### src/rs_settings.svh
// ALU reservation station sizes, field widths and the initial issue credits.
`ifndef RS_SETTINGS_SVH
`define RS_SETTINGS_SVH

// six entries, addressed by a three-bit entry tag.
`define RS_SIZE 6
`define RS_TAG_WIDTH 3

// entry-tag code returned when every entry is busy.
`define NO_FREE_TAG {`RS_TAG_WIDTH{1'b1}}

// producer tags carried on the common data bus.
`define SRC_TAG_WIDTH 4

// operand and result width.
`define DATA_WIDTH 32

// ALU opcode width.
`define OP_WIDTH 4

// issue slots the ALU grants after reset.
`define ISSUE_CREDITS 2

`endif

### src/rsPkg.sv
// reservation station types for operands, dispatch, CDB, issue and entry records.
`include "rs_settings.svh"

package rsPkg;

        typedef logic [`RS_TAG_WIDTH-1:0] entryTagT;

        // tag view of an operand word whose producer is still in flight.
        typedef struct packed {
                logic [`DATA_WIDTH-`SRC_TAG_WIDTH-1:0] pad;
                logic [`SRC_TAG_WIDTH-1:0]             tag;
        } tagViewT;

        typedef union packed {
                logic [`DATA_WIDTH-1:0] data;
                tagViewT                tagView;
        } operandT;

        // ready selects which view of the operand word holds.
        typedef struct packed {
                logic    ready;
                operandT operand;
        } srcT;

        typedef struct packed {
                logic [`OP_WIDTH-1:0]      op;
                srcT                       srcA;
                srcT                       srcB;
                logic [`SRC_TAG_WIDTH-1:0] destTag;
        } dispatchT;

        typedef struct packed {
                logic                      valid;
                logic [`SRC_TAG_WIDTH-1:0] tag;
                logic [`DATA_WIDTH-1:0]    value;
        } cdbT;

        typedef struct packed {
                logic [`OP_WIDTH-1:0]      op;
                logic [`DATA_WIDTH-1:0]    valueA;
                logic [`DATA_WIDTH-1:0]    valueB;
                logic [`SRC_TAG_WIDTH-1:0] destTag;
        } issueT;

        typedef struct packed {
                logic     busy;
                dispatchT payload;
        } entryT;

endpackage

### src/freeTagTable.sv
// free-tag table: maps the busy vector to the lowest free entry of the station.
`timescale 1ns/100ps
`include "rs_settings.svh"

module freeTagTable (
        input  logic                rst,
        input  logic                rstN,
        input  logic [`RS_SIZE-1:0] busy,
        output rsPkg::entryTagT     freeTag
);
        import rsPkg::*;

        localparam int TableDepth = 1 << `RS_SIZE;

        // one tag per free-status word.
        entryTagT lookup [TableDepth];

        // returns the index of the lowest set bit, or the no-free code.
        function automatic entryTagT lowestFree(input logic [`RS_SIZE-1:0] freeStatus);
                entryTagT tag;
                tag = `NO_FREE_TAG;
                for (int j = `RS_SIZE - 1; j >= 0; j--) begin
                        if (freeStatus[j]) begin
                                tag = entryTagT'(j);
                        end
                end
                return tag;
        endfunction

        ////////////////////////////////////////
        // table load

        // the table is written once while reset is held and is read-only after.
        always_ff @(posedge rst) begin
                if (!rstN) begin
                        for (int i = 0; i < TableDepth; i++) begin
                                lookup[i] <= lowestFree(i[`RS_SIZE-1:0]);
                        end
                end
        end

        ////////////////////////////////////////
        // lookup

        assign freeTag = lookup[~busy];

endmodule

### src/readyPicker.sv
// ready picker: fixed-priority choice of the lowest-index entry with both operands ready.
`timescale 1ns/100ps
`include "rs_settings.svh"

module readyPicker (
        input  logic [`RS_SIZE-1:0] ready,
        output logic                pickValid,
        output rsPkg::entryTagT     pickTag
);
        import rsPkg::*;

        entryTagT lowestReady;
        logic     anyReady;

        // scanning from the top lets the lowest ready index win.
        always_comb begin
                anyReady    = 1'b0;
                lowestReady = '0;
                for (int i = `RS_SIZE - 1; i >= 0; i--) begin
                        if (ready[i]) begin
                                anyReady    = 1'b1;
                                lowestReady = entryTagT'(i);
                        end
                end
        end

        assign pickValid = anyReady;
        assign pickTag   = lowestReady;

endmodule

### src/rsArray.sv
// reservation station entry array with CDB wakeup, allocation, issue and credit counting.
`timescale 1ns/100ps
`include "rs_settings.svh"

module rsArray (
        input  logic                rst,
        input  logic                rstN,
        input  logic                dispatchValid,
        input  rsPkg::dispatchT     dispatch,
        input  rsPkg::cdbT          cdb,
        input  rsPkg::entryTagT     freeTag,
        input  logic                pickValid,
        input  rsPkg::entryTagT     pickTag,
        output logic [`RS_SIZE-1:0] busy,
        output logic [`RS_SIZE-1:0] ready,
        output logic                dispatchCredit,
        input  logic                issueCreditReturn,
        output logic                issueValid,
        output rsPkg::issueT        issue
);
        import rsPkg::*;

        localparam int CreditWidth = $clog2(`ISSUE_CREDITS + 1);

        entryT                  entries [`RS_SIZE];
        entryT                  pickedEntry;
        logic [CreditWidth-1:0] issueCredits;
        logic                   doIssue;

        // captures the CDB value into a waiting source whose tag matches.
        function automatic srcT wake(input srcT src, input cdbT bus);
                srcT result;
                result = src;
                if (!src.ready && bus.valid && bus.tag == src.operand.tagView.tag) begin
                        result.ready        = 1'b1;
                        result.operand.data = bus.value;
                end
                return result;
        endfunction

        ////////////////////////////////////////
        // entry storage

        // a dispatch lands in the free slot with the CDB forwarded into it;
        // an issued slot is released at the same edge that registers the issue.
        always_ff @(posedge rst) begin
                for (int i = 0; i < `RS_SIZE; i++) begin
                        if (!rstN) begin
                                entries[i].busy <= 1'b0;
                        end else if (dispatchValid && freeTag == entryTagT'(i)) begin
                                entries[i].busy            <= 1'b1;
                                entries[i].payload.op      <= dispatch.op;
                                entries[i].payload.destTag <= dispatch.destTag;
                                entries[i].payload.srcA    <= wake(dispatch.srcA, cdb);
                                entries[i].payload.srcB    <= wake(dispatch.srcB, cdb);
                        end else if (doIssue && pickTag == entryTagT'(i)) begin
                                entries[i].busy <= 1'b0;
                        end else if (entries[i].busy) begin
                                entries[i].payload.srcA <= wake(entries[i].payload.srcA, cdb);
                                entries[i].payload.srcB <= wake(entries[i].payload.srcB, cdb);
                        end
                end
        end

        always_comb begin
                for (int i = 0; i < `RS_SIZE; i++) begin
                        busy[i]  = entries[i].busy;
                        ready[i] = entries[i].busy
                                   && entries[i].payload.srcA.ready
                                   && entries[i].payload.srcB.ready;
                end
        end

        ////////////////////////////////////////
        // issue

        assign doIssue     = pickValid && (issueCredits != '0);
        assign pickedEntry = entries[pickTag];

        // the freed entry hands one credit back to the dispatcher.
        always_ff @(posedge rst) begin
                if (!rstN) begin
                        issueValid     <= 1'b0;
                        dispatchCredit <= 1'b0;
                end else begin
                        issueValid     <= doIssue;
                        dispatchCredit <= doIssue;
                end
        end

        always_ff @(posedge rst) begin
                if (doIssue) begin
                        issue.op      <= pickedEntry.payload.op;
                        issue.valueA  <= pickedEntry.payload.srcA.operand.data;
                        issue.valueB  <= pickedEntry.payload.srcB.operand.data;
                        issue.destTag <= pickedEntry.payload.destTag;
                end
        end

        ////////////////////////////////////////
        // issue credits

        // a return in the same cycle as an issue leaves the count as it is.
        always_ff @(posedge rst) begin
                if (!rstN) begin
                        issueCredits <= CreditWidth'(`ISSUE_CREDITS);
                end else if (doIssue && !issueCreditReturn) begin
                        issueCredits <= issueCredits - 1'b1;
                end else if (!doIssue && issueCreditReturn) begin
                        issueCredits <= issueCredits + 1'b1;
                end
        end

endmodule

### src/rsTop.sv
// ALU reservation station top: free-tag table, ready picker and entry array.
`timescale 1ns/100ps
`include "rs_settings.svh"

module rsTop (
        input  logic            rst,
        input  logic            rstN,
        input  logic            dispatchValid,
        input  rsPkg::dispatchT dispatch,
        output logic            dispatchCredit,
        input  rsPkg::cdbT      cdb,
        output logic            issueValid,
        output rsPkg::issueT    issue,
        input  logic            issueCreditReturn
);
        import rsPkg::*;

        logic [`RS_SIZE-1:0] busy;
        logic [`RS_SIZE-1:0] ready;
        entryTagT            freeTag;
        entryTagT            pickTag;
        logic                pickValid;

        // the table and the picker run side by side on the array state.
        freeTagTable uFreeTagTable (
                .rst     (rst),
                .rstN    (rstN),
                .busy    (busy),
                .freeTag (freeTag)
        );

        readyPicker uReadyPicker (
                .ready     (ready),
                .pickValid (pickValid),
                .pickTag   (pickTag)
        );

        rsArray uArray (
                .rst               (rst),
                .rstN              (rstN),
                .dispatchValid     (dispatchValid),
                .dispatch          (dispatch),
                .cdb               (cdb),
                .freeTag           (freeTag),
                .pickValid         (pickValid),
                .pickTag           (pickTag),
                .busy              (busy),
                .ready             (ready),
                .dispatchCredit    (dispatchCredit),
                .issueCreditReturn (issueCreditReturn),
                .issueValid        (issueValid),
                .issue             (issue)
        );

endmodule

### config.mk
export PLATFORM = sky130hd
export DESIGN_NAME = rsTop
export DESIGN_NICKNAME = d
export VERILOG_FILES = /design/src/rsPkg.sv /design/src/freeTagTable.sv /design/src/readyPicker.sv /design/src/rsArray.sv /design/src/rsTop.sv
export VERILOG_INCLUDE_DIRS = /design/src
export SDC_FILE = /design/constraint.sdc
export NUM_CORES = 1
export LEC_CHECK = 0
export ABC_CLOCK_PERIOD_IN_PS = 8400
export BUFFER_PORTS_ARGS = -buffer_cell sky130_fd_sc_hd__clkbuf_2
export CAP_MARGIN = 25
export CORE_MARGIN = 8
export CORE_UTILIZATION = 40
export CTS_CLUSTER_DIAMETER = 40
export DETAILED_ROUTE_END_ITERATION = 10
export GPL_ROUTABILITY_DRIVEN = 0
export SLEW_MARGIN = 20
export SYNTH_ARGS = -nofsm -noshare
export SYNTH_HDL_FRONTEND = slang
export SYNTH_SLANG_ARGS = --single-unit
### constraint.sdc
create_clock -name rst -period 8.4 [get_ports rst]
set_input_delay 0 -clock rst [delete_from_list [all_inputs] [get_ports rst]]
set_output_delay 0 -clock rst [all_outputs]
set_load 0.01 [all_outputs]
==> metrics.md, run 1 <==
| Metric | Value |
|---|---|
| Fin crit share | 0.4386 |
| Post-synth EDFFs | 521 |
| Crit-path max FO | 34 |
| Slew Limit Fails | 0 |
| Chip width | approximately 270 um |
| Initial Util | 0.4046 |
| Final setup vio count | 0 |
| Ys Warns | 0 |
| Vias in the first global route | roughly 18,000 |
| Area leader, netlist | edfxtp_1 |
| WL/cell | 25.82 um |
| Boundary Pins | 189 |
| Hold Vio Cnt, Final | 0 |
| CP Launch Point | uArray.entries[1][74]$_SDFFCE_PP0P_ |
| Crit path kind | flip-flop to flip-flop |
| Clock Tree Root | clkbuf_16 |
| Drt first pass iters | 7 |
| Layout area overhead | 22.42% |
| Worst R2R Setup Slack | approximately 4.7 ns |
| Status | finished, final reports clean |
| RSZ-0062 raised after global routing | no |
| Gr ovfl total | 0 |
| Yosys reg bits | 525 |
| Post-CTS setup buffer count | 0 |
| Via density | 5.682 |
| Post-synth ARST share | 0 |
| Largest net degree at the start of global routing | 74 |
| Post-Syn Nets | between 1,500 and 2,000 |
| Clock transition at path regs | 0.05 ns |
| Post-route minimum period | 3.684 ns |
| Leak | 11.51 nW |
| Max-slew headroom | 0.3073 |
| PD cells | 222.8 nW/um2 |
| Final Skew | roughly 0.030 ns |
| MaxCap Viol Count | 0 |
| GR Util All Layers | 0.2087 |
| Sw Share | 0.2386 |
| Final nets | 2,193 |
| Synth top area share | 0.6119 |
| Total CTS buffers | 77 |
| Hold crit path type | input pin to flip-flop |
| Final WL | 77,140 um |
| H-Tree Depth | 3 |
| Vias | 16,980 |
| Seq/Total Area, Yosys | 0.6151 |
| Placed cells | 2,696 |
| Distinct cell type count of the synthesized netlist | between 40 and 50 |
| Port bufs | 188 |
| Seq pwr share | 0.435 |
| Cells after Synth | 1,787 |
| Comb power frac | 0.102 |
| Syn_area_per_cell | 14.31 um2 |
| Post-route setup TNS | 0 ns |
| # rows | approximately 90 |
| Fmax achieved | 271.4 MHz |
| Final std cells w/o fill | 2,988 |
| CP startpoint kind | flip-flop |
| Residual DRC | 0 |
| Core area | between 60,000 and 70,000 um2 |
| Origin of the critical flop-to-flop path | uArray.entries[1][74]$_SDFFCE_PP0P_ |
| Clock power frac | 0.463 |
| Fillers | 5,400 |
| Initial antenna violation count | 6 |
| Least-Margin Pin Slew | 1.039 ns |
| Share of cells above drive strength 1 | 0.3280 |
| Die Span Y | 268.8 um |
| Endpoint type of the worst setup path | flip-flop |
| Max clock buf depth | 3 |
| Detailed placement HPWL | 43,250 um |
| CTS Sinks | 525 |
| Required time of the worst setup path | 8.94 ns |
| Hold_sp | dispatch[3] |
| Synth area leaders | edfxtp_1 (61%), mux2_4 (8.8%), mux2_2 (7.0%) |
| Most frequent cells in the layout | edfxtp_1 (521), nand2_1 (239), clkbuf_2 (188), mux2_2 (160), mux2_4 (150) |
| Synth Flop Type | edfxtp_1 |
| Clock Latency Late Sink | 0.61 ns |
| Antenna Nets Post-Route | 0 |
| First-pass GRT wire length | 113,600 um |
| Iter 0 DRT Violations | around 1,900 |
| NetSw | 1.664 mW |
| Worst Path Arrival | 4.23 ns |
| Synthesized cell area | approximately 26,000 um2 |
| CTS tree | done |
| Commonest non-fill, non-tap cell in the layout | edfxtp_1 |
| Die area | 72,260 um2 |
| Peak VDD IR | 124.7 uV |
| Internal power | 5.309 mW |
[per-layer routing]
metal,wire length (um),up-vias,global-route usage
met3,5443,128,0.03483
met5,35,-,0
li1,-,7510,-
met1,30820,8630,0.2595
met4,2035,6,0.07680
met2,38810,703,0.3639
[kinds of logic (layout without fill, tap and decap cells)]
family                   Yosys count  count (layout)  share of synthesized area
AO/OA/AOI/OAI                    321             321                    0.08457
XOR/XNOR                          58              58                    0.01987
adder cells (fa/ha/maj)            1               1                  0.0004893
buffers and inverters            177             530                    0.03352
flip-flops                       525             525                     0.6151
multiplexers                     384             384                     0.1912
other                              0               2                          0
AND/OR/NAND/NOR                  321             321                    0.05535
[flip-flops by register name, indices dropped and copies added, names as in the netlist]
signal and flops:
uArray.entries 450, uArray.issue 72, uArray.issueCredits 2, uArray.dispatchCredit 1
[repair_timing]
item                                    in CTS  in global routing
endpoints found under the setup margin       0                  0
hold buffers                               146                  0
gates resized for setup                      0                  0
endpoints found under the hold margin      452                  0
[layout make-up]
class / instances / area [um2] / share of cell area
Sequential cell: 525 / 15730 / 0.5024
Inverter: 14 / 52.55 / 0.001679
Antenna cell: 2 / 5.005 / 0.0001599
Tap cell: 846 / 1059 / 0.03382
Clock buffer: 87 / 2007 / 0.06412
Multi-Input combinational cell: 1085 / 9164 / 0.2928
Timing Repair Buffer: 374 / 2710 / 0.08659
Clock inverter: 55 / 576.8 / 0.01843
[synthesized netlist by cell type (5+ instances only)]
cell type  number
and3_1          7
buf_1           8
nand2_1       240
mux2_2        160
o41ai_1        10
nand4_1         5
nor2_4          6
clkbuf_1      111
edfxtp_1      521
inv_1          14
xor2_1         12
a31oi_1        76
mux2_4        150
nand3_1        33
buf_2          16
a222oi_1       72
xnor2_1        46
o21ai_0       146
nor2_1          9
buf_4          10
mux2_1         74
buf_6          18
[metrics by stage]
stage | power (mW) | instance area, um2 | util | hold WS [ns] | worst slack (ns)
after detailed placement | 3.728 | 27230 | 0.4308 | 0.2609 | 4.905
after global routing | 7.165 | 31290 | 0.4952 | 0.2066 | 4.569
final | 6.973 | 31300 | 0.4953 | 0.2041 | 4.716
after floorplan | 3.499 | 25570 | - | 0.09887 | 2.280
after global placement | 3.714 | 27230 | 0.4308 | 0.2578 | 4.965
after CTS | 7.012 | 31270 | 0.4948 | 0.1818 | 4.708
[power groups by stage]
stage	Sequential, mW	Clock [mW]	Combinational, mW
global route	3.04	3.37	0.754
global placement	3.09	0	0.626
finish	3.04	3.23	0.709
CTS	3.04	3.27	0.709
detailed placement	3.09	0	0.641
floorplan	3.09	0	0.405
[path summary, 6_finish.rpt]
| kind | endpoint | depth (start not counted) |
|---|---|---|
| min | uArray.entries[0][3]$_DFFE_PP_ | 2 |
| min reg2reg | uArray.issue[71]$_DFFE_PP_ | 2 |
| max | uArray.issueCredits[1]$_SDFFE_PN1P_ | 8 |
| max reg2reg | uArray.issueCredits[1]$_SDFFE_PN1P_ | 8 |
[critical path, stage by stage, from the launching register on]
cell and delay [ns]:
edfxtp_1 0.52, and3_1 0.36, nor2_4 0.15, buf_4 0.48
a41oi_4 0.57, ha_1 0.53, or3_1 0.36, nand3_1 0.09
dlygate4sd3_1 0.56
No activity file was read; power rests on OpenSTA's default activity.
==> run 2, diff against run 1 <==
- ABC_AREA: not set -> 1
- ABC_CLOCK_PERIOD_IN_PS: 8400 -> 3550
- clock period: 8.4 -> 3.55 ns (I/O delays scaled with it)
==> run 2 against run 1 <==
Effect of this change:
- combinational power rose to 2.6 times the previous value
- via count is 44% higher
- utilization grew 0.18 points
- critical path depth increased by 4
- register-to-register slack worse by 4.5 ns
==> metrics.md, run 2 <==
| Metric | Value |
|---|---|
| Status | finished, final reports clean |
| GR Util All Layers | 0.2508 |
| Least-Margin Pin Slew | between 1 and 1.5 ns |
| Antenna Nets Post-Route | 0 |
| Via density | 5.770 |
| Port bufs | approximately 190 |
| Hold crit path type | input pin to flip-flop |
| Yosys reg bits | 525 |
| Cells after Synth | 3,077 |
| Slowest CP cell | dlygate4sd3_1 |
| Final Skew | 0.02641 ns |
| Max clock buf depth | 3 |
| Synth Flop Type | edfxtp_1 |
| Seq/Total Area, Yosys | 0.5762 |
| WL/cell | 23.53 um |
| Post-CTS setup buffer count | 0 |
| Post-Syn Nets | 3,193 |
| CTS resizes | 0 |
| Required time of the worst setup path | between 3 and 4 ns |
| Synthesized cell area | 27,290 um2 |
| Max FFs per register | 450 |
| Total power | approximately 19 mW |
| Clock Latency Late Sink | approximately 0.65 ns |
| CTS tree | done |
| Crit-path max FO | 43 |
| Worst path top cell family by delay | buffers and inverters |
| Synth area leaders | edfxtp_1 (57%), nand2_1 (17%), nand4_1 (7.3%) |
| Slew Limit Fails | 0 |
| Worst Path Arrival | 3.68 ns |
| Final nets | 3,402 |
| Synth top area share | 0.5733 |
| Utilization after layout | 0.4971 |
| Boundary Pins | roughly 190 |
| Max-slew headroom | 0.2837 |
| Iter 0 DRT Violations | about 2,700 |
| Hold_sp | dispatch[13] |
| Most frequent cells in the layout | nand2_1 (1,196), edfxtp_1 (521), nand4_1 (319), nand3_1 (258), inv_1 (204) |
| Hold Vio Cnt, Final | 0 |
| Peak VDD IR | 332.3 uV |
| Worst R2R Setup Slack | 0.24 ns |
| R2R cell count | 12 |
| Synth cell count leaders | nand2_1 (1,204), edfxtp_1 (521), nand4_1 (319), nand3_1 (260), inv_1 (205) |
| Final WL | 99,710 um |
| First-pass GRT wire length | 148,200 um |
| Vias in the first global route | 23,710 |
| Crit path kind | flip-flop to flip-flop |
| Fin crit share | 0.9315 |
| Initial antenna violation count | 3 |
| Post-synth EDFFs | 521 |
| Die area | 76,840 um2 |
| Hold-fix buffers, CTS | 112 |
| Initial Util | 0.4049 |
| Post-DP Area | 29,060 um2 |
| Crit path buf inv count | 3 |
| Leak | between 10 and 15 nW |
| WHS Path Cells | 5 |
| Most frequent CP cell | nand2_1 |
| Hold Path End | uArray.entries[2][13]$_DFFE_PP_ |
| CP startpoint kind | flip-flop |
| PD cells | 557.2 nW/um2 |
| Vias | 24,450 |
| Chip width | 277.2 um |
| Critical-path cell list | nand3_1 -> nand2_1 -> nand2_1 -> nand2_2 -> nand2_2 -> nand2_8 -> a21oi_4 -> inv_2 -> buf_12 -> nand2_1 -> nand2_1 -> dlygate4sd3_1 |
| # rows | 95 |
| Syn_area_per_cell | 8.869 um2 |
| Final Instance Area | 33,500 um2 |
| Clock transition at path regs | 0.06 ns |
| Fmax achieved | approximately 300 MHz |
| Largest net degree at the start of global routing | roughly 130 |
| H-Tree Depth | 3 |
| Layout area overhead | 22.76% |
| Post-route minimum period | 3.307 ns |
| Clock Tree Root | clkbuf_16 |
| Distinct cell type count of the synthesized netlist | 45 |
| Endpoint type of the worst setup path | flip-flop |
| Regs by FF count | uArray.entries (450), uArray.issue (72), uArray.issueCredits (2) |
| Residual DRC | 0 |
| RSZ-0062 raised after global routing | no |
| Count leader, synth | nand2_1 |
| CTS Sinks | 525 |
| Final setup vio count | 0 |
| Critical path's largest stage delay | 0.56 ns |
| Ys Warns | 0 |
| Core area | 67,400 um2 |
| Detailed placement HPWL | between 50,000 and 60,000 um |
| Reg with most FFs | uArray.entries |
| Share of cells above drive strength 1 | 0.1475 |
| Origin of the critical flop-to-flop path | uArray.entries[4][69]$_SDFFCE_PP1P_ |
| Commonest non-fill, non-tap cell in the layout | nand2_1 |
| Total CTS buffers | 91 |
| MaxCap Viol Count | 0 |
| FF-to-FF End | uArray.entries[4][47]$_DFFE_PP_ |
| Post-synth ARST share | 0 |
| Die Span Y | 277.2 um |
| Area leader, netlist | edfxtp_1 |
| Gr ovfl total | 0 |
| Drt first pass iters | 6 |
## run 2: cell type report
type | count | area, um2
Fill cell | 6212 | 33890
Sequential cell | 525 | 15730
Multi-Input combinational cell | 2072 | 9743
Timing Repair Buffer | 383 | 2816
Clock buffer | 97 | 2321
Tap cell | 873 | 1092
Clock inverter | 72 | 997.2
Inverter | 213 | 803.3
Antenna cell | 2 | 5.005
## run 2: power breakdown
part	switching (mW)	total, mW	internal (mW)
clock network	3.34	9.60	6.26
logic	1.31	1.86	0.547
registers	0.0867	7.21	7.13
total	4.74	18.7	13.9
## run 2: layer usage
| metal | part of all wire | vias to the layer above | GRT usage |
|---|---|---|---|
| li1 | - | 11020 | - |
| met1 | 0.39 | 11650 | 0.3214 |
| met2 | 0.47 | 1501 | 0.4086 |
| met3 | 0.097 | 280 | 0.04582 |
| met4 | 0.046 | 2 | 0.1200 |
| met5 | 0.00013 | - | 0 |
## run 2: worst reg2reg max path: cells and delay by family (launching register included)
kind / cells / cell delay, ns
AND/OR/NAND/NOR: 8 / 0.88
flip-flops: 1 / 0.45
AO/OA/AOI/OAI: 1 / 0.45
buffers and inverters: 3 / 1.24
## run 2: cell families after synthesis
group,Yosys count,share of synthesized area
simple gates,1854,0.3038
xor+xnor,16,0.005135
buf+inv,480,0.07253
fa+ha+maj,1,0.0004584
compound gates,201,0.04190
flops,525,0.5762
## run 2: through the flow
step / setup slack (ns) / TNS (ns) / hold WS, ns / cells
4_1_cts: 0.3580 / 0 / 0.001329 / 4235
3_3_place_gp: 0.7819 / 0 / 0.2629 / 3954
6_report: 0.2432 / 0 / 0.01853 / 4237
2_1_floorplan: -0.6316 / -41.68 / 0.09887 / 3077
3_5_place_dp: 0.7262 / 0 / 0.2610 / 3954
5_1_grt: 0.1543 / 0 / 0.03820 / 4236
## run 2: worst max path at each step
stage                                                    from                              end  cells after the start
final                     uArray.entries[4][69]$_SDFFCE_PP1P_  uArray.entries[4][47]$_DFFE_PP_                     12
after global routing      uArray.entries[4][69]$_SDFFCE_PP1P_  uArray.entries[4][47]$_DFFE_PP_                     12
after CTS                 uArray.entries[4][69]$_SDFFCE_PP1P_  uArray.entries[4][48]$_DFFE_PP_                     12
after detailed placement  uArray.entries[3][74]$_SDFFCE_PP0P_  uArray.entries[5][34]$_DFFE_PP_                      6
after global placement    uArray.entries[3][74]$_SDFFCE_PP0P_  uArray.entries[5][26]$_DFFE_PP_                      9
after floorplan           uArray.entries[2][74]$_SDFFCE_PP0P_  uArray.entries[3][10]$_DFFE_PP_                      9
